--- src/source/phy_lane_pkg.sv ---
// ~~~~~~~~~~~~~~~~~~~~~~~~~~~~~~~~~~~~~~~~
// PHY lane types for the parallel side
// ~~~~~~~~~~~~~~~~~~~~~~~~~~~~~~~~~~~~~~~~

package phy_lane_pkg;

  // One byte of one lane
  typedef logic [7:0] lane_byte_t;

  // One valid flag per lane, bit n for lane n
  typedef logic [3:0] lane_valid_t;

  // Slot number of a byte within a frame
  typedef logic [1:0] lane_idx_t;

  // Four lanes plus their valid flags, 36 bits
  typedef struct packed {
    lane_byte_t  lane0;
    lane_byte_t  lane1;
    lane_byte_t  lane2;
    lane_byte_t  lane3;
    lane_valid_t valid;
  } lane_bus_t;

endpackage
--- src/source/phy_code_pkg.sv ---
// ~~~~~~~~~~~~~~~~~~~~~~~~~~~~~~~~~~~~~~~~
// PHY line code symbols and lock states
// ~~~~~~~~~~~~~~~~~~~~~~~~~~~~~~~~~~~~~~~~

package phy_code_pkg;

  // Frame marker, always in slot 0 of an idle frame
  localparam phy_lane_pkg::lane_byte_t sym_com = 8'hbc;

  // Filler for slots 1 to 3 and for lanes with no data
  localparam phy_lane_pkg::lane_byte_t sym_idle = 8'h7c;

  // Receiver alignment FSM
  typedef enum logic [1:0] {
    hunt,
    check_frame,
    locked
  } rx_lock_t;

endpackage

--- src/source/phy.sv ---
// ~~~~~~~~~~~~~~~~~~~~~~~~~~~~~~~~~~~~~~~~
// PHY top, transmit and receive layers
// joined by a registered serial line
// ~~~~~~~~~~~~~~~~~~~~~~~~~~~~~~~~~~~~~~~~
`timescale 1ns/1ps

module phy #(
  parameter int bits_per_byte = 8
) (
  input  logic                    clk32f,
  input  logic                    reset,
  input  phy_lane_pkg::lane_bus_t lanes_in,
  output phy_lane_pkg::lane_bus_t lanes_out,
  output logic                    out_strobe,
  output phy_lane_pkg::lane_bus_t lanes_recir,
  output logic                    in_taken,
  output logic                    active
);

  logic serial_tx;
  logic serial_rx;

  // Receiver lock state doubles as the transmitter link_up
  phy_tx #(
    .bits_per_byte (bits_per_byte)
  ) i_phy_tx (
    .clk32f      (clk32f),
    .reset       (reset),
    .lanes_in    (lanes_in),
    .link_up     (active),
    .lanes_recir (lanes_recir),
    .in_taken    (in_taken),
    .serial_tx   (serial_tx)
  );

  // One flop of line delay between the layers
  always_ff @(posedge clk32f) begin
    serial_rx <= serial_tx;
  end

  phy_rx #(
    .bits_per_byte (bits_per_byte)
  ) i_phy_rx (
    .clk32f     (clk32f),
    .reset      (reset),
    .serial_rx  (serial_rx),
    .lanes_out  (lanes_out),
    .out_strobe (out_strobe),
    .active     (active)
  );

endmodule

--- src/source/phy_rx.sv ---
// ~~~~~~~~~~~~~~~~~~~~~~~~~~~~~~~~~~~~~~~~
// PHY receive layer, deserializer and
// 1:4 lane demux with output registers
// ~~~~~~~~~~~~~~~~~~~~~~~~~~~~~~~~~~~~~~~~
`timescale 1ns/1ps

module phy_rx #(
  parameter int bits_per_byte = 8
) (
  input  logic                    clk32f,
  input  logic                    reset,
  input  logic                    serial_rx,
  output phy_lane_pkg::lane_bus_t lanes_out,
  output logic                    out_strobe,
  output logic                    active
);

  phy_lane_pkg::lane_byte_t rx_byte;
  phy_lane_pkg::lane_idx_t  lane_slot;
  phy_lane_pkg::lane_bus_t  stage;
  phy_lane_pkg::lane_bus_t  stage_next;
  logic                     byte_valid;
  logic                     locked;
  logic                     byte_is_data;
  logic                     seen_slot0;
  logic                     frame_done;

  phy_deserializer #(
    .bits_per_byte (bits_per_byte)
  ) i_phy_deserializer (
    .clk32f     (clk32f),
    .reset      (reset),
    .serial_in  (serial_rx),
    .rx_byte    (rx_byte),
    .byte_valid (byte_valid),
    .lane_slot  (lane_slot),
    .locked     (locked)
  );

  assign active       = locked;
  // Line fill symbols never count as data
  assign byte_is_data = (rx_byte != phy_code_pkg::sym_com) &&
                        (rx_byte != phy_code_pkg::sym_idle);

  always_comb begin
    stage_next = stage;
    case (lane_slot)
      2'd0:    stage_next.lane0 = rx_byte;
      2'd1:    stage_next.lane1 = rx_byte;
      2'd2:    stage_next.lane2 = rx_byte;
      default: stage_next.lane3 = rx_byte;
    endcase
    stage_next.valid[lane_slot] = byte_is_data;
  end

  // Partial frame right after lock has no slot 0 and is dropped
  assign frame_done = byte_valid && (lane_slot == 2'd3) && seen_slot0;

  always_ff @(posedge clk32f) begin
    if (byte_valid) begin
      stage <= stage_next;
    end
  end

  always_ff @(posedge clk32f) begin
    if (reset) begin
      seen_slot0      <= 1'b0;
      out_strobe      <= 1'b0;
      lanes_out.valid <= '0;
    end else begin
      out_strobe <= frame_done;
      if (byte_valid && (lane_slot == '0)) begin
        seen_slot0 <= 1'b1;
      end
      if (frame_done) begin
        lanes_out <= stage_next;
      end
    end
  end

endmodule

--- src/source/phy_deserializer.sv ---
// ~~~~~~~~~~~~~~~~~~~~~~~~~~~~~~~~~~~~~~~~
// PHY deserializer, COM search, byte
// alignment and frame lock
// ~~~~~~~~~~~~~~~~~~~~~~~~~~~~~~~~~~~~~~~~
`timescale 1ns/1ps

module phy_deserializer #(
  parameter int bits_per_byte = 8
) (
  input  logic                     clk32f,
  input  logic                     reset,
  input  logic                     serial_in,
  output phy_lane_pkg::lane_byte_t rx_byte,
  output logic                     byte_valid,
  output phy_lane_pkg::lane_idx_t  lane_slot,
  output logic                     locked
);

  localparam int bit_w = $clog2(bits_per_byte);

  logic [bits_per_byte-1:0] shreg;
  logic [bit_w-1:0]         bit_cnt;
  phy_lane_pkg::lane_idx_t  slot_q;
  phy_code_pkg::rx_lock_t   state;
  logic                     is_com;
  logic                     is_idle;
  logic                     byte_tick;

  // Newest bit enters at the LSB
  always_ff @(posedge clk32f) begin
    shreg <= {shreg[bits_per_byte-2:0], serial_in};
  end

  assign is_com    = (shreg == phy_code_pkg::sym_com);
  assign is_idle   = (shreg == phy_code_pkg::sym_idle);
  // A full aligned byte sits in shreg when the phase counter is 0
  assign byte_tick = (state != phy_code_pkg::hunt) && (bit_cnt == '0);
  assign locked    = (state == phy_code_pkg::locked);

  always_ff @(posedge clk32f) begin
    if (reset) begin
      state   <= phy_code_pkg::hunt;
      bit_cnt <= '0;
      slot_q  <= '0;
    end else begin
      bit_cnt <= bit_cnt + 1'b1;
      case (state)
        phy_code_pkg::hunt: begin
          // COM seen at any offset fixes the byte phase
          if (is_com) begin
            bit_cnt <= bit_w'(1);
            slot_q  <= 2'd1;
            state   <= phy_code_pkg::check_frame;
          end
        end
        phy_code_pkg::check_frame: begin
          if (byte_tick) begin
            slot_q <= slot_q + 2'd1;
            if (slot_q == '0) begin
              state <= is_com ? phy_code_pkg::locked : phy_code_pkg::hunt;
            end else if (!is_idle) begin
              state <= phy_code_pkg::hunt;
            end
          end
        end
        phy_code_pkg::locked: begin
          // Only reset leaves this state
          if (byte_tick) begin
            slot_q <= slot_q + 2'd1;
          end
        end
        default: state <= phy_code_pkg::hunt;
      endcase
    end
  end

  always_ff @(posedge clk32f) begin
    if (reset) begin
      byte_valid <= 1'b0;
    end else begin
      byte_valid <= locked && byte_tick;
    end
  end

  always_ff @(posedge clk32f) begin
    if (locked && byte_tick) begin
      rx_byte   <= shreg;
      lane_slot <= slot_q;
    end
  end

endmodule

--- src/source/phy_tx.sv ---
// ~~~~~~~~~~~~~~~~~~~~~~~~~~~~~~~~~~~~~~~~
// PHY transmit layer, frame timing, lane
// mux and serializer
// ~~~~~~~~~~~~~~~~~~~~~~~~~~~~~~~~~~~~~~~~
`timescale 1ns/1ps

module phy_tx #(
  parameter int bits_per_byte = 8
) (
  input  logic                    clk32f,
  input  logic                    reset,
  input  phy_lane_pkg::lane_bus_t lanes_in,
  input  logic                    link_up,
  output phy_lane_pkg::lane_bus_t lanes_recir,
  output logic                    in_taken,
  output logic                    serial_tx
);

  localparam int frame_len = 4 * bits_per_byte;
  localparam int cnt_w     = $clog2(frame_len);
  localparam int byte_w    = $clog2(bits_per_byte);

  logic [cnt_w-1:0]         count;
  logic                     run;
  logic                     frame_start;
  logic                     byte_start;
  phy_lane_pkg::lane_byte_t slot_byte;
  logic                     slot_load;

  // Frame counter holds at 0 until run is set
  always_ff @(posedge clk32f) begin
    if (reset) begin
      run   <= 1'b0;
      count <= '0;
    end else begin
      run <= 1'b1;
      if (run) begin
        count <= (count == cnt_w'(frame_len - 1)) ? '0 : count + 1'b1;
      end
    end
  end

  assign frame_start = run && (count == '0);
  assign byte_start  = run && (count[byte_w-1:0] == '0);
  assign in_taken    = frame_start;

  phy_tx_mux i_phy_tx_mux (
    .clk32f      (clk32f),
    .reset       (reset),
    .frame_start (frame_start),
    .byte_start  (byte_start),
    .link_up     (link_up),
    .lanes_in    (lanes_in),
    .lanes_recir (lanes_recir),
    .slot_byte   (slot_byte),
    .slot_load   (slot_load)
  );

  phy_serializer #(
    .bits_per_byte (bits_per_byte)
  ) i_phy_serializer (
    .clk32f     (clk32f),
    .reset      (reset),
    .slot_byte  (slot_byte),
    .slot_load  (slot_load),
    .serial_out (serial_tx)
  );

endmodule

--- src/source/phy_serializer.sv ---
// ~~~~~~~~~~~~~~~~~~~~~~~~~~~~~~~~~~~~~~~~
// PHY serializer, byte to bit stream,
// most significant bit first
// ~~~~~~~~~~~~~~~~~~~~~~~~~~~~~~~~~~~~~~~~
`timescale 1ns/1ps

module phy_serializer #(
  parameter int bits_per_byte = 8
) (
  input  logic                     clk32f,
  input  logic                     reset,
  input  phy_lane_pkg::lane_byte_t slot_byte,
  input  logic                     slot_load,
  output logic                     serial_out
);

  logic [bits_per_byte-1:0] shreg;

  // One load every bits_per_byte cycles from the mux,
  // shifting in between
  always_ff @(posedge clk32f) begin
    if (reset) begin
      // Line idles on COM until the first slot arrives
      shreg <= phy_code_pkg::sym_com;
    end else if (slot_load) begin
      shreg <= slot_byte;
    end else begin
      shreg <= {shreg[bits_per_byte-2:0], 1'b0};
    end
  end

  // MSB leads
  assign serial_out = shreg[bits_per_byte-1];

endmodule

--- src/source/phy_tx_mux.sv ---
// ~~~~~~~~~~~~~~~~~~~~~~~~~~~~~~~~~~~~~~~~
// PHY transmit mux, frame sampling,
// recirculation and 4:1 byte slot select
// ~~~~~~~~~~~~~~~~~~~~~~~~~~~~~~~~~~~~~~~~
`timescale 1ns/1ps

module phy_tx_mux (
  input  logic                    clk32f,
  input  logic                    reset,
  input  logic                    frame_start,
  input  logic                    byte_start,
  input  logic                    link_up,
  input  phy_lane_pkg::lane_bus_t lanes_in,
  output phy_lane_pkg::lane_bus_t lanes_recir,
  output phy_lane_pkg::lane_byte_t slot_byte,
  output logic                    slot_load
);

  phy_lane_pkg::lane_bus_t  frame_q;
  phy_lane_pkg::lane_bus_t  cur_bus;
  phy_lane_pkg::lane_idx_t  slot_q;
  phy_lane_pkg::lane_idx_t  sel;
  phy_lane_pkg::lane_byte_t sel_byte;
  phy_lane_pkg::lane_byte_t fill_byte;
  logic                     recir_frame;
  logic                     cur_recir;

  // Slot 0 goes out in the sampling cycle, so bypass the frame register there
  assign cur_bus   = frame_start ? lanes_in : frame_q;
  assign cur_recir = frame_start ? ~link_up : recir_frame;
  assign sel       = frame_start ? '0 : slot_q;

  always_comb begin
    case (sel)
      2'd0:    sel_byte = cur_bus.lane0;
      2'd1:    sel_byte = cur_bus.lane1;
      2'd2:    sel_byte = cur_bus.lane2;
      default: sel_byte = cur_bus.lane3;
    endcase
    fill_byte = (sel == '0) ? phy_code_pkg::sym_com : phy_code_pkg::sym_idle;
  end

  always_ff @(posedge clk32f) begin
    if (reset) begin
      recir_frame       <= 1'b1;
      slot_q            <= '0;
      slot_load         <= 1'b0;
      lanes_recir.valid <= '0;
    end else begin
      slot_load <= byte_start;
      if (byte_start) begin
        slot_q <= sel + 2'd1;
      end
      if (frame_start) begin
        recir_frame <= ~link_up;
        // Link down sends the frame back, link up keeps only the bytes
        lanes_recir <= lanes_in;
        if (link_up) begin
          lanes_recir.valid <= '0;
        end
      end
    end
  end

  always_ff @(posedge clk32f) begin
    if (frame_start) begin
      frame_q <= lanes_in;
    end
    if (byte_start) begin
      slot_byte <= (cur_recir || !cur_bus.valid[sel]) ? fill_byte : sel_byte;
    end
  end

endmodule

--- config.mk ---
export PLATFORM = sky130hd
export DESIGN_NAME = phy
export DESIGN_NICKNAME = d
export VERILOG_FILES = /design/src/source/phy_lane_pkg.sv /design/src/source/phy_code_pkg.sv /design/src/source/phy.sv /design/src/source/phy_rx.sv /design/src/source/phy_deserializer.sv /design/src/source/phy_tx.sv /design/src/source/phy_serializer.sv /design/src/source/phy_tx_mux.sv
export SDC_FILE = /design/constraint.sdc
export NUM_CORES = 1
export LEC_CHECK = 0
export BUFFER_PORTS_ARGS = -buffer_cell sky130_fd_sc_hd__buf_2
export CAP_MARGIN = 20
export CORE_AREA = 3 3 118 120
export CTS_CLUSTER_SIZE = 12
export DETAILED_ROUTE_END_ITERATION = 16
export DIE_AREA = 0 0 121 123
export GPL_ROUTABILITY_DRIVEN = 0
export HOLD_SLACK_MARGIN = 0.02
export PLACE_DENSITY = 0.78
export SLEW_MARGIN = 20
export SYNTH_ARGS = -nofsm -noshare
export SYNTH_HDL_FRONTEND = slang
export SYNTH_SLANG_ARGS = --single-unit
--- constraint.sdc ---
create_clock -name clk32f -period 4.2 [get_ports clk32f]
set_clock_uncertainty 0.05 [all_clocks]
set_input_delay 1.26 -clock clk32f [delete_from_list [all_inputs] [get_ports clk32f]]
set_output_delay 1.26 -clock clk32f [all_outputs]
set_load 0.1 [all_outputs]
==> Yosys cells after proc, flatten, opt, wreduce, memory -nomap -nowiden <==
Index checks and enable logic that the tools add are counted.
{ "op_classes": {"addsub": 4, "n_lt_le_gt_ge": 3, "n_eq_ne": 16, "n_mux": 29, "n_bitwise": 3, "reduce_logical": 27} }
{ "ops": {"columns": ["operator", "n"], "rows": [
  ["8-bit two-way mux", 7],
  ["36-bit two-way mux", 1],
  ["8-bit case mux with 3 select lines", 1],
  ["2-bit two-way mux", 7],
  ["1-bit logical AND", 9],
  ["2-bit == test, second input constant", 4],
  ["8-bit by 7-bit == test with 1-bit output, second input constant", 1],
  ["8-bit == test, second input constant", 1],
  ["2-bit zero test", 4],
  ["8-bit by 7-bit inequality test with 1-bit output, second input constant", 1],
  ["8-bit inequality test, second input constant", 1],
  ["2-bit by 1-bit == test with 1-bit output, second input constant", 3],
  ["3-bit zero test", 2],
  ["2-bit by 3-bit < comparator with 1-bit output, second input constant", 2],
  ["3-bit two-way mux", 2],
  ["2-bit case mux with 3 select lines", 1],
  ["5-bit by 1-bit adder with 5-bit output, second input constant", 1],
  ["5-bit == test, second input constant", 1],
  ["5-bit zero test", 1],
  ["5-bit two-way mux", 1],
  ["2-bit by 1-bit adder with 2-bit output, second input constant", 2],
  ["4-bit bitwise mux", 1],
  ["1-bit two-way mux", 4],
  ["4-bit two-way mux", 1],
  ["other kinds (17)", 23]
]} }
{ "totals": {"regBits": 199, "in_bits": 38} }

==> Logic depth before layout (Yosys ltp) <==
{ "logic_depth": {"depth_word": 8, "mapped_depth": 14, "depth_no_buf": 12} }

==> Hierarchy <==
Synthesis repeated with hierarchy kept, for this count alone.
{ "hier_totals": {"hier_cells": 481, "hier_area_um2": 7379.6} }
{ "by_module_without_submodules": {"columns": ["module", "instances", "cells_per_inst", "area_each_um2", "seq_area_each_um2"], "rows": [
  ["phy_tx_mux", 1, 214, 3051.7, 2082.0],
  ["phy_rx", 1, 137, 2720.1, 2132.0],
  ["phy_deserializer", 1, 72, 1001.0, 620.6],
  ["phy_serializer", 1, 25, 296.5, 160.2],
  ["phy_tx", 1, 32, 290.3, 120.1],
  ["phy", 1, 1, 20.0, 20.0]
]} }

==> Worst setup path after synthesis <==
Ideal clock, no wire load.
{ "synth_timing": {"path_type": "register to output", "start": "register i_phy_tx.count[0]", "end": "output in_taken", "arrival_time_ps": 2247, "t_required_ps": 2890, "path_slack_ps": 643, "path_stages_with_launch": 9, "path_buffers": 2, "path_cell_list": "dfxtp_1 inv_1 ha_1 nand3b_2 inv_2 nand2_2 inv_2 buf_2 buf_1"} }
{ "synth_between": {"elab_chain_len": 2} }
{ "synth_rtl": {"columns": ["element", "line_no", "rtl"], "rows": [
  ["from (decl)", "phy_tx.sv:23", "logic [cnt_w-1:0] count;"],
  ["from (signal assigned)", "phy_tx.sv:38", "count <= (count == cnt_w'(frame_len - 1)) ? '0 : count + 1'b1;"],
  ["5-bit zero test", "phy_tx.sv:43", "assign frame_start = run && (count == '0);"],
  ["1-bit logical AND", "phy_tx.sv:43", null],
  ["to (decl)", "phy.sv:16", "output logic in_taken,"]
]} }
No other way between the ends.

==> Worst setup path in the final report <==
Ends and elaborated chain as after synthesis.

==> impl_metrics.yaml <==
run_status:
  run_status: "completed"
synthesis:
  synth_top_area_share_pct: 48.8
  synth_area_leaders: "edfxtp_1 (49%), dfxtp_1 (23%), mux2_2 (7.7%)"
  avgSynthCellArea_um2: 14.9
  yosys_warnings: 0
  synth_ff_type: "edfxtp_1"
  yosysMostFrequentCell: "edfxtp_1"
  synthArstFlopShare_pct: 0
  synth_area_um2: 7200
  synth_fp_nets: 536
  yosys.area.top_type: "edfxtp_1"
  ys_seq_elements: 198
  synthDistinctLibCells: 48
  synth_cells: 483
  ys_seq_area_share_pct: 71.3
  synth_enable_flop_cells: 117
  ys_top_cells_by_count: "edfxtp_1 (117), dfxtp_1 (81), mux2_2 (49), nand2_1 (41), nor2_1 (28)"
grt:
  antenna_found_initial: 0
  grt_max_degree: 37
  grtUsageTotal_pct: 18.5
  grt_pass1_wl_um: 21100
  grt_pass1_vias: 4186
  grt_overflow: 0
setup_path:
  cp.arrival_ns: 2.36
  r2r-start: "i_phy_tx.count[0]"
  r2r_slack_ns: 0.97
  crit_path_end_kind: "output pin"
  required_ns: 2.89
  critical_path_class: "reg2out"
  r2r_end: "i_phy_tx.i_phy_tx_mux.slot_byte[6]"
  rr_worst_depth: 10
  crit_fanout: 32
  startpoint_type: "register"
clocking:
  postCtsHoldBufs: 0
  cts.sinks: 198
  numCtsBuffers: 17
  path_clk_slew_ns: 0.07
  htreeDepth: 4
  cts_tree: "built"
  clk_latency_ns: 0.42
  cts_root_buf: "clkbuf_16"
  post_cts_buffers: 0
  clock_path_buffers: 2
  ctsResizeCount: 0
die:
  start_util_pct: 55.0
  ios: 113
  rows: 42
  die_y_um: 123
  die-area_um2: 14900
  die_w_um: 121
  core_um2: 13100
sta:
  hold_viol: 0
  maxSlewViolCount: 0
  rsz0062_at_grt: "false"
  timing.final.crit_share_pct: 87.4
  tightest_slew_ns: 1.06
  fin_crit_ns: 3.67
  finalSetupViolCount: 0
  setup_tns_ns: 0
  max_freq_mhz: 272
  fin_ws_ns: 0.529
  max_slew_margin_pct: 29.2
route:
  dr.pass1.iters: 5
  route.detailed.drc: 0
  drt-initial-drc-count: 281
  vias: 4178
  wirelength_um: 13200
  drt-wirelength-per-cell_um: 16.7
  avgViaCountPerCell: 5.30
  antenna_left: 0
finish:
  nets: 652
  fin_cells: 788
  drive_gt1_share_pct: 34.2
  area_growth_pct: 18.6
  num_antenna_cells: 0
  fin_util_pct: 65.3
  nFillCells: 933
power_and_ir_drop:
  irDropWorstVdd_mv: 0.432
  leakage_uw: 0.00335
  power_uw: 4240
  p_per_area_nw_per_um2: 497
hold_path:
  worstHoldEndpoint: "i_phy_rx.i_phy_deserializer.shreg[0]"
  hp-start: "serial_rx"
  hold_class: "reg2reg"
  min_path_cells: 0
placed_design:
  numPortBuffers: 112
  dp_cells: 756
  dpl.hpwl_um: 9170
  place_ws_ns: 0.958
job:
  cap_violations: 0
==> cell families after synthesis <==
kind of cell / synth area share [%]
DFF: 71.3
and+or+nand+nor: 6.60
muxes: 12.0
AOI/OAI and AO/OA: 5.06
buffers and inverters: 2.19
adders and majority gates: 2.61
xor gates and xnor gates: 0.243
==> layout make-up <==
type	instances	area (um2)	share of cell area, %
flip-flops and latches	198	5130	60.1
clock inverters	14	176	2.07
multi-input cells	245	1910	22.4
inverters	21	78.8	0.923
repair buffers	116	591	6.91
clock buffers	18	429	5.02
well taps	176	220	2.58
==> how the worst max path moves through the flow <==
stage,slack (ns),endpoint,from
2_1_floorplan,0.64,in_taken,i_phy_tx.count[0]
3_3_place_gp,1.05,in_taken,i_phy_tx.count[0]
3_5_place_dp,0.96,in_taken,i_phy_tx.count[0]
4_1_cts,0.50,in_taken,i_phy_tx.count[0]
5_1_grt,0.32,in_taken,i_phy_tx.count[0]
6_report,0.53,in_taken,i_phy_tx.count[0]
==> through the flow <==
| step | area (um2) | hold WS, ns |
|---|---|---|
| after floorplan | 7200 | 0.260 |
| after global placement | 7940 | 0.264 |
| after detailed placement | 7940 | 0.262 |
| after CTS | 8540 | 0.277 |
| after global routing | 8540 | 0.296 |
| final | 8540 | 0.273 |
==> power by group <==
group	leakage [uW]	total (uW)	switching (uW)	internal (uW)
clock	0.000288	1630	689	944
sequential	0.00172	2210	47.4	2160
combinational	0.00134	400	273	127
total	0.00335	4240	1010	3230
==> state kept, by name, summed over array words and instances, names as in the netlist <==
name	flops
i_phy_rx.i_phy_deserializer.byte_valid	1
i_phy_rx.out_strobe	1
i_phy_tx.i_phy_tx_mux.lanes_recir	36
i_phy_tx.i_phy_tx_mux.slot_q	2
i_phy_tx.i_phy_tx_mux.slot_load	1
i_phy_rx.i_phy_deserializer.bit_cnt	3
serial_rx	1
i_phy_tx.count	5
i_phy_rx.seen_slot0	1
i_phy_tx.run	1
i_phy_tx.i_phy_tx_mux.slot_byte	8
i_phy_rx.i_phy_deserializer.rx_byte	8
i_phy_rx.i_phy_deserializer.lane_slot	2
i_phy_tx.i_phy_serializer.shreg	8
i_phy_rx.i_phy_deserializer.shreg	8
i_phy_rx.stage	35
i_phy_rx.lanes_out	36
i_phy_tx.i_phy_tx_mux.frame_q	36
i_phy_rx.i_phy_deserializer.slot_q	2
i_phy_tx.i_phy_tx_mux.recir_frame	1
i_phy_rx.i_phy_deserializer.state	2
==> cells in the final DEF (no fill, tap or decap), types with 3 or more instances in the layout <==
master,synthesis,final
a221oi_1,6,6
a21oi_1,16,16
nor3b_1,5,5
edfxtp_1,117,117
nor2_2,1,3
nand2_1,41,41
a22o_1,3,3
o21ai_0,5,5
nand2b_1,4,4
clkbuf_16,0,17
and3_1,6,6
clkinv_1,1,3
mux2_2,49,49
buf_2,3,112
inv_1,18,18
a22oi_1,6,6
buf_4,1,4
bufinv_16,0,3
mux2_1,9,9
nor2_1,28,26
mux2i_1,15,15
nand4_1,4,4
ha_1,15,15
dfxtp_1,81,81
o21ai_1,4,4
clkinv_4,0,4
a221o_1,4,4
==> metal layers <==
metal / global-route usage (%) / share of wire, % / routed length [um] / up-vias
met2: 31.6 / 51 / 6720 / 118
met3: 5.90 / 5.0 / 658 / 12
met4: 5.38 / 1.3 / 176 / 0
li1: - / - / - / 1999
met1: 22.9 / 43 / 5610 / 2049
met5: 0 / 0 / 0 / -
==> critical path, cell delays in order (launching register included) <==
cell and delay [ns]:
dfxtp_1 0.32, inv_1 0.08, ha_1 0.16, nand3b_2 0.10
inv_2 0.22, nand2_2 0.43, inv_2 0.16, buf_2 0.44
Power figures use the tool's default switching activity.
